==> src/verilog/pov_pkg.sv <==
package pov_pkg;

  // Field widths on the SPI link
  localparam int POV_POS_BITS = 15;
  localparam int POV_DIR_BITS = 11;

  // Renderer fixed-point width, SQ10.10 with sign bit
  localparam int POV_WIDE_BITS = 21;

  // One SPI frame carries two positions and four direction components
  localparam int POV_FRAME_BITS = 2 * POV_POS_BITS + 4 * POV_DIR_BITS;

  // UQ6.9 player coordinate, range [0,64) in steps of 1/512
  typedef logic [POV_POS_BITS-1:0] posFix_t;

  // SQ2.9 direction component, range [-2,2) in steps of 1/512
  typedef logic [POV_DIR_BITS-1:0] dirFix_t;

  // SQ10.10 value as consumed by the renderer
  typedef logic [POV_WIDE_BITS-1:0] wideFix_t;

  // Field order matches the wire order, first field arrives first
  typedef struct packed {
    posFix_t playerX;
    posFix_t playerY;
    dirFix_t facingX;
    dirFix_t facingY;
    dirFix_t vplaneX;
    dirFix_t vplaneY;
  } povPose_t;

  // Live pose after widening to renderer format
  typedef struct packed {
    wideFix_t playerX;
    wideFix_t playerY;
    wideFix_t facingX;
    wideFix_t facingY;
    wideFix_t vplaneX;
    wideFix_t vplaneY;
  } povWide_t;

  // Demo start pose, each value times 512 truncated toward zero
  // Player at (11.5, 10.5), facing (0.720137, -0.693832)
  // View plane (0.346916, 0.360069)
  localparam povPose_t POV_RESET_POSE = '{
    playerX: posFix_t'(5888),
    playerY: posFix_t'(5376),
    facingX: dirFix_t'(368),
    facingY: dirFix_t'(-355),
    vplaneX: dirFix_t'(177),
    vplaneY: dirFix_t'(184)
  };

endpackage

==> src/verilog/spiFrameReceiver.sv <==
`timescale 1ns/1ps

module spiFrameReceiver
  import pov_pkg::*;
(
  input  logic     clk,
  input  logic     reset,
  input  logic     i_sclk,
  input  logic     i_ssN,
  input  logic     i_mosi,
  output logic     o_frameValid,
  output povPose_t o_frame
);

  // Bit counter covers 0 to 73
  localparam int CNT_BITS = $clog2(POV_FRAME_BITS);
  localparam logic [CNT_BITS-1:0] LAST_BIT = CNT_BITS'(POV_FRAME_BITS - 1);

  // Three stages on SCLK so the top two give the edge
  logic [2:0] sclkSync;
  logic [1:0] ssNSync;
  logic [1:0] mosiSync;

  logic sclkRise;
  logic ssActive;
  logic mosiBit;
  logic frameEnd;

  logic [CNT_BITS-1:0] bitCount;
  // Last bit of a frame goes straight into frameReg
  logic [POV_FRAME_BITS-2:0] shiftReg;
  povPose_t frameReg;

  // Control pin synchronizers, idle SPI state on reset
  always_ff @(posedge clk) begin
    if (reset) begin
      sclkSync <= '0;
      ssNSync <= '1;
    end else begin
      sclkSync <= {sclkSync[1:0], i_sclk};
      ssNSync <= {ssNSync[0], i_ssN};
    end
  end

  // Two flops on MOSI, the bit is used only on an SCLK edge
  always_ff @(posedge clk) begin
    mosiSync <= {mosiSync[0], i_mosi};
  end

  assign sclkRise = ~sclkSync[2] & sclkSync[1];
  assign ssActive = ~ssNSync[1];
  assign mosiBit = mosiSync[1];
  assign frameEnd = (bitCount == LAST_BIT);

  // Counter wraps so frames can run back to back under one SS_N
  // SS_N high discards a partial frame
  always_ff @(posedge clk) begin
    if (reset || !ssActive) begin
      bitCount <= '0;
    end else if (sclkRise) begin
      bitCount <= frameEnd ? '0 : bitCount + 1'b1;
    end
  end

  // MSB first, so older bits move up
  always_ff @(posedge clk) begin
    if (ssActive && sclkRise) begin
      shiftReg <= {shiftReg[POV_FRAME_BITS-3:0], mosiBit};
      // Hold the complete frame until the next one ends
      if (frameEnd) begin
        frameReg <= {shiftReg, mosiBit};
      end
    end
  end

  // One-cycle pulse alongside the new frameReg
  always_ff @(posedge clk) begin
    if (reset) begin
      o_frameValid <= 1'b0;
    end else begin
      o_frameValid <= ssActive & sclkRise & frameEnd;
    end
  end

  assign o_frame = frameReg;

endmodule

==> src/verilog/frameTicker.sv <==
`timescale 1ns/1ps

module frameTicker #(
  parameter int FRAME_CYCLES = 200
) (
  input  logic clk,
  input  logic reset,
  output logic o_tick
);

  // Keep at least one counter bit for very short frames
  localparam int CNT_BITS = (FRAME_CYCLES > 1) ? $clog2(FRAME_CYCLES) : 1;
  localparam logic [CNT_BITS-1:0] LAST_CYCLE = CNT_BITS'(FRAME_CYCLES - 1);

  logic [CNT_BITS-1:0] cycleCount;

  // Free-running frame counter
  always_ff @(posedge clk) begin
    if (reset) begin
      cycleCount <= '0;
    end else if (cycleCount == LAST_CYCLE) begin
      cycleCount <= '0;
    end else begin
      cycleCount <= cycleCount + 1'b1;
    end
  end

  // Last cycle of each frame, safe point for a pose change
  assign o_tick = (cycleCount == LAST_CYCLE);

endmodule

==> src/verilog/povRegisters.sv <==
`timescale 1ns/1ps

module povRegisters
  import pov_pkg::*;
(
  input  logic     clk,
  input  logic     reset,
  input  logic     i_frameValid,
  input  povPose_t i_frame,
  input  logic     i_tick,
  input  logic     i_nudgeX,
  input  logic     i_nudgeY,
  output povWide_t o_pose,
  output logic     o_poseLoaded
);

  // Zero padding above a position, sign bit fills the gap for directions
  localparam int POS_PAD = POV_WIDE_BITS - POV_POS_BITS - 1;
  localparam int DIR_PAD = POV_WIDE_BITS - POV_DIR_BITS;

  // Last complete frame, waiting for a tick
  povPose_t pendingFrame;
  logic pendingValid;

  // Pose the renderer currently sees
  povPose_t livePose;

  logic nudgeActive;
  logic applyNudge;
  logic applyLoad;

  // Nudge wins over a pending load
  assign nudgeActive = i_nudgeX | i_nudgeY;
  assign applyNudge = i_tick & nudgeActive;
  assign applyLoad = i_tick & ~nudgeActive & pendingValid;

  // Newest frame overwrites an older one
  always_ff @(posedge clk) begin
    if (i_frameValid) begin
      pendingFrame <= i_frame;
    end
  end

  // A nudge in the same cycle cancels the arriving frame too
  always_ff @(posedge clk) begin
    if (reset) begin
      pendingValid <= 1'b0;
    end else if (i_frameValid) begin
      pendingValid <= ~applyNudge;
    end else if (i_tick) begin
      pendingValid <= 1'b0;
    end
  end

  // Live pose only moves on a tick
  always_ff @(posedge clk) begin
    if (reset) begin
      livePose <= POV_RESET_POSE;
    end else if (applyNudge) begin
      // Step down one LSB, wraps from 0 to all ones
      if (i_nudgeX) begin
        livePose.playerX <= livePose.playerX - posFix_t'(1);
      end
      if (i_nudgeY) begin
        livePose.playerY <= livePose.playerY - posFix_t'(1);
      end
    end else if (applyLoad) begin
      livePose <= pendingFrame;
    end
  end

  // Pulse lines up with the new value on o_pose
  always_ff @(posedge clk) begin
    if (reset) begin
      o_poseLoaded <= 1'b0;
    end else begin
      o_poseLoaded <= applyNudge | applyLoad;
    end
  end

  // UQ6.9 to SQ10.10, position is never negative
  function automatic wideFix_t widenPos(input posFix_t pos);
    return {{POS_PAD{1'b0}}, pos, 1'b0};
  endfunction

  // SQ2.9 to SQ10.10 by sign extension
  function automatic wideFix_t widenDir(input dirFix_t dir);
    return {{DIR_PAD{dir[POV_DIR_BITS-1]}}, dir[POV_DIR_BITS-2:0], 1'b0};
  endfunction

  // Renderer samples these every cycle
  assign o_pose.playerX = widenPos(livePose.playerX);
  assign o_pose.playerY = widenPos(livePose.playerY);
  assign o_pose.facingX = widenDir(livePose.facingX);
  assign o_pose.facingY = widenDir(livePose.facingY);
  assign o_pose.vplaneX = widenDir(livePose.vplaneX);
  assign o_pose.vplaneY = widenDir(livePose.vplaneY);

endmodule

==> src/verilog/povTop.sv <==
`timescale 1ns/1ps

module povTop
  import pov_pkg::*;
#(
  parameter int FRAME_CYCLES = 200
) (
  input  logic     clk,
  input  logic     reset,
  input  logic     i_sclk,
  input  logic     i_ssN,
  input  logic     i_mosi,
  input  logic     i_nudgeX,
  input  logic     i_nudgeY,
  output povWide_t o_pose,
  output logic     o_poseLoaded,
  output logic     o_frameTick
);

  // Receiver to register bank
  logic frameValid;
  povPose_t frame;

  // Frame-end tick, shared with the output
  logic frameTick;

  spiFrameReceiver u_receiver (
    .clk          (clk),
    .reset        (reset),
    .i_sclk       (i_sclk),
    .i_ssN        (i_ssN),
    .i_mosi       (i_mosi),
    .o_frameValid (frameValid),
    .o_frame      (frame)
  );

  // Stands in for the video timing
  frameTicker #(
    .FRAME_CYCLES (FRAME_CYCLES)
  ) u_ticker (
    .clk    (clk),
    .reset  (reset),
    .o_tick (frameTick)
  );

  povRegisters u_registers (
    .clk          (clk),
    .reset        (reset),
    .i_frameValid (frameValid),
    .i_frame      (frame),
    .i_tick       (frameTick),
    .i_nudgeX     (i_nudgeX),
    .i_nudgeY     (i_nudgeY),
    .o_pose       (o_pose),
    .o_poseLoaded (o_poseLoaded)
  );

  assign o_frameTick = frameTick;

endmodule

==> config.mk <==
export PLATFORM = sky130hd
export DESIGN_NAME = povTop
export DESIGN_NICKNAME = d
export VERILOG_FILES = /design/src/verilog/pov_pkg.sv /design/src/verilog/spiFrameReceiver.sv /design/src/verilog/frameTicker.sv /design/src/verilog/povRegisters.sv /design/src/verilog/povTop.sv
export SDC_FILE = /design/constraint.sdc
export NUM_CORES = 1
export LEC_CHECK = 0
export BUFFER_PORTS_ARGS = -buffer_cell sky130_fd_sc_hd__buf_2
export CORE_MARGIN = 2
export CORE_UTILIZATION = 62
export CTS_BUF_LIST = sky130_fd_sc_hd__clkbuf_16
export CTS_CLUSTER_DIAMETER = 50
export DETAILED_ROUTE_END_ITERATION = 6
export PLACE_DENSITY = 0.87
export SYNTH_ARGS = -nofsm -noshare
export SYNTH_HDL_FRONTEND = slang
export SYNTH_SLANG_ARGS = --single-unit
==> constraint.sdc <==
create_clock -name clk -period 9.5 [get_ports clk]
set_clock_uncertainty 0.2 [all_clocks]
set_input_delay 0.475 -clock clk [delete_from_list [all_inputs] [get_ports clk]]
set_output_delay 0.475 -clock clk [all_outputs]
set_load 0.05 [all_outputs]
==> results by group <==
Layout
  • Diodes inserted: 0
  • Fin cells: 1144
  • Filler Cell Count: 1092
  • Area Overhead vs Synth: 13.2%
  • Layout cells sized above 1: 0.197
  • Nets: 903

Worst hold path
  • HP Start: u_receiver.mosiSync[0]
  • Hold Path Class: register to register
  • WHS Path Cells: 0
  • Hold EP: u_receiver.mosiSync[1]

Route
  • Vias/cell: 5.85
  • Initial DRC Count: 751
  • Wirelength, routed: 21800 um
  • Vias: 6689
  • 1st-pass router iterations: 6
  • DRC: 0
  • Final ANT Viol Nets: 0
  • Avg WL per Cell: 19.0 um

Logic synthesis
  • Async SR Flop Fraction: 0
  • Yosys top cell area share: 0.582
  • Synth warn: 0
  • Count leader, synth: edfxtp_1
  • Synth top area cells: edfxtp_1, dfxtp_1, nand2_1
  • Mapped Area: 0.0114 sq mm
  • Mean Syn Cell Area: 14.2 sq um
  • Yosys top cell by area: edfxtp_1
  • Post-synthesis cell count: 801
  • Netlist cell types: 57
  • Synth Flop Type: edfxtp_1
  • Post-synth top cells: edfxtp_1, nand2_1, dfxtp_1
  • Post-synth EDFFs: 221
  • Synthesized flop and latch total: 320
  • Post-synthesis sequential area ratio: 0.755

STA
  • RSZ-0062 raised after global routing: no
  • Fmax: 266 MHz
  • Fin. Hold Viols: 0
  • Slew Limit Fails: 0
  • Final setup TNS: 0 ns
  • Final setup violation count: 0
  • Final period util: 0.395
  • Final min period: 3.76 ns
  • Hold slack: 0.148 ns
  • Worst-margin pin slew: 1.04 ns
  • Normalized max-slew margin: 0.305

Run
  • MaxCap Viol Count: 0

Floorplanning
  • Chip height: 140 um
  • Ports: 135
  • Die area: 0.0195 sq mm
  • DIE WIDTH: 140 um
  • Initial core utilization: 0.633
  • Placeable Area: 0.0180 sq mm
  • Rows: 49

Worst setup path
  • CP Capture Type: output pin
  • CP Max Fanout: 23
  • R2R Setup Slk: 6.65 ns
  • Worst setup path category: register to output pin
  • Reg-to-reg startpoint: u_ticker.cycleCount[0]
  • R2R Path End: u_registers.o_pose[87]
  • Element type at the critical path start: register
  • Worst Reg2Reg Path Length in Cells: 6
  • WP data required: 8.83 ns
  • Crit path DAT: 3.08 ns

Placed design
  • GP Congestion: 0.850
  • Input/output buffers: 118
  • Cell Count Post-Placement: 1085
  • Detailed placer's ending HPWL: 12100 um

Global routing
  • First-pass GRT wire length: 33500 um
  • Number of antenna violations at the first check in global routing: 0
  • Grt met2 use: 0.362
  • M3 GR Usage: 0.0440
  • Global Route Usage Sum: 0.216
  • GR Overflow Total: 0
  • Largest net degree at the start of global routing: 100
  • Vias in the first global route: 6393
  • GR Util met1: 0.282
  • Busiest grt layer: met2

Clock network
  • Root Driver: clkbuf_16
  • Cts bufs inserted: 30
  • Maximum root-to-sink buffer count: 3
  • Post_cts resized: 0
  • CTS tree: built
  • CTS sink cnt: 320
  • Reg clk slew, reported paths: 0.07 ns
  • Clock Latency Late Sink: 0.56 ns
  • Setup Buffers After CTS: 0
  • H-tree depth: 1
  • CTS Hold Bufs: 3

Pwr
  • Pwr dens: 208 mW/mm^2
  • Leakage: 0.00441 uW
  • Total power: 2690 uW
  • Maximum vdd drop: 0.000185 V

Status
  • Status: finished, final reports clean
==> cell usage in the layout, fill, tap and decap left out, types with 13 or more instances in the layout <==
master     Yosys  final
nor3_1        20     20
nand2_1      110    110
inv_1         12     23
a21oi_1       40     40
edfxtp_1     221    221
o21ai_0       16     16
nand3_1       14     13
clkbuf_16      0     30
conb_1         1     16
nor2_1        27     26
dfxtp_1       99     98
buf_2          4    118
nand3b_1      21     21
==> worst max path at each step <==
stage | from | end | cells past startpoint
floorplan | u_receiver.sclkSync[1] | u_receiver.shiftReg[0] | 2
global placement | u_ticker.cycleCount[0] | o_frameTick | 5
detailed placement | u_ticker.cycleCount[0] | o_frameTick | 5
CTS | u_ticker.cycleCount[0] | o_frameTick | 5
global route | u_ticker.cycleCount[0] | o_frameTick | 5
finish | u_ticker.cycleCount[0] | o_frameTick | 5
==> report_power, final <==
| part | total [uW] | leakage [uW] | switching (uW) | internal (uW) |
|---|---|---|---|---|
| sequential | 1480 | 0.00261 | 3.13 | 1480 |
| clock | 1170 | 0.000510 | 511 | 663 |
| combinational | 37.8 | 0.00130 | 29.0 | 8.79 |
| total | 2690 | 0.00441 | 543 | 2150 |
==> layout make-up <==
class	instances	area [sq um]	area share
inverter	12	45.0	0.00349
timing repair buffer	127	666	0.0515
clock inverter	26	231	0.0179
clock buffer	30	751	0.0581
tap	229	287	0.0222
sequential	320	8620	0.667
multi-input combinational	400	2320	0.179
==> flip-flops by register name, summed over array words and instances, names as in the netlist <==
| signal | cells |
|---|---|
| u_receiver.bitCount | 7 |
| u_receiver.mosiSync | 2 |
| u_receiver.o_frame | 74 |
| u_receiver.o_frameValid | 1 |
| u_receiver.sclkSync | 3 |
| u_receiver.shiftReg | 73 |
| u_receiver.ssNSync | 2 |
| u_registers.o_pose | 74 |
| u_registers.o_poseLoaded | 1 |
| u_registers.pendingFrame | 74 |
| u_registers.pendingValid | 1 |
| u_ticker.cycleCount | 8 |
==> critical path, stage by stage (launching register included) <==
cell and delay (ns):
dfxtp_1 0.42, ha_1 0.32, and3b_1 0.32, nand2_1 0.35, inv_1 0.71, buf_2 0.40
==> stage by stage <==
step	worst slack, ns	util	area, sq um
after global routing	5.64	0.717	12900
after detailed placement	6.45	0.661	11900
after floorplan	4.88	-	11500
after global placement	6.56	0.661	11900
final	5.74	0.717	12900
after CTS	5.82	0.717	12900
==> layer usage <==
| metal | share of wire | wire length, um |
|---|---|---|
| met5 | 0 | 0 |
| met4 | 0.033 | 716 |
| met3 | 0.079 | 1720 |
| met2 | 0.49 | 10700 |
| met1 | 0.40 | 8620 |
==> cells by family after synthesis <==
family          after synthesis  synth area share
compound gates              112            0.0636
simple gates                248             0.111
flops                       320             0.755
buf+inv                      96            0.0491
xor+xnor                     17            0.0131
fa+ha+maj                     5           0.00548
other cells                   1          0.000329
mux                           2           0.00175
Note: power is estimated with default switching activity, not from simulation.
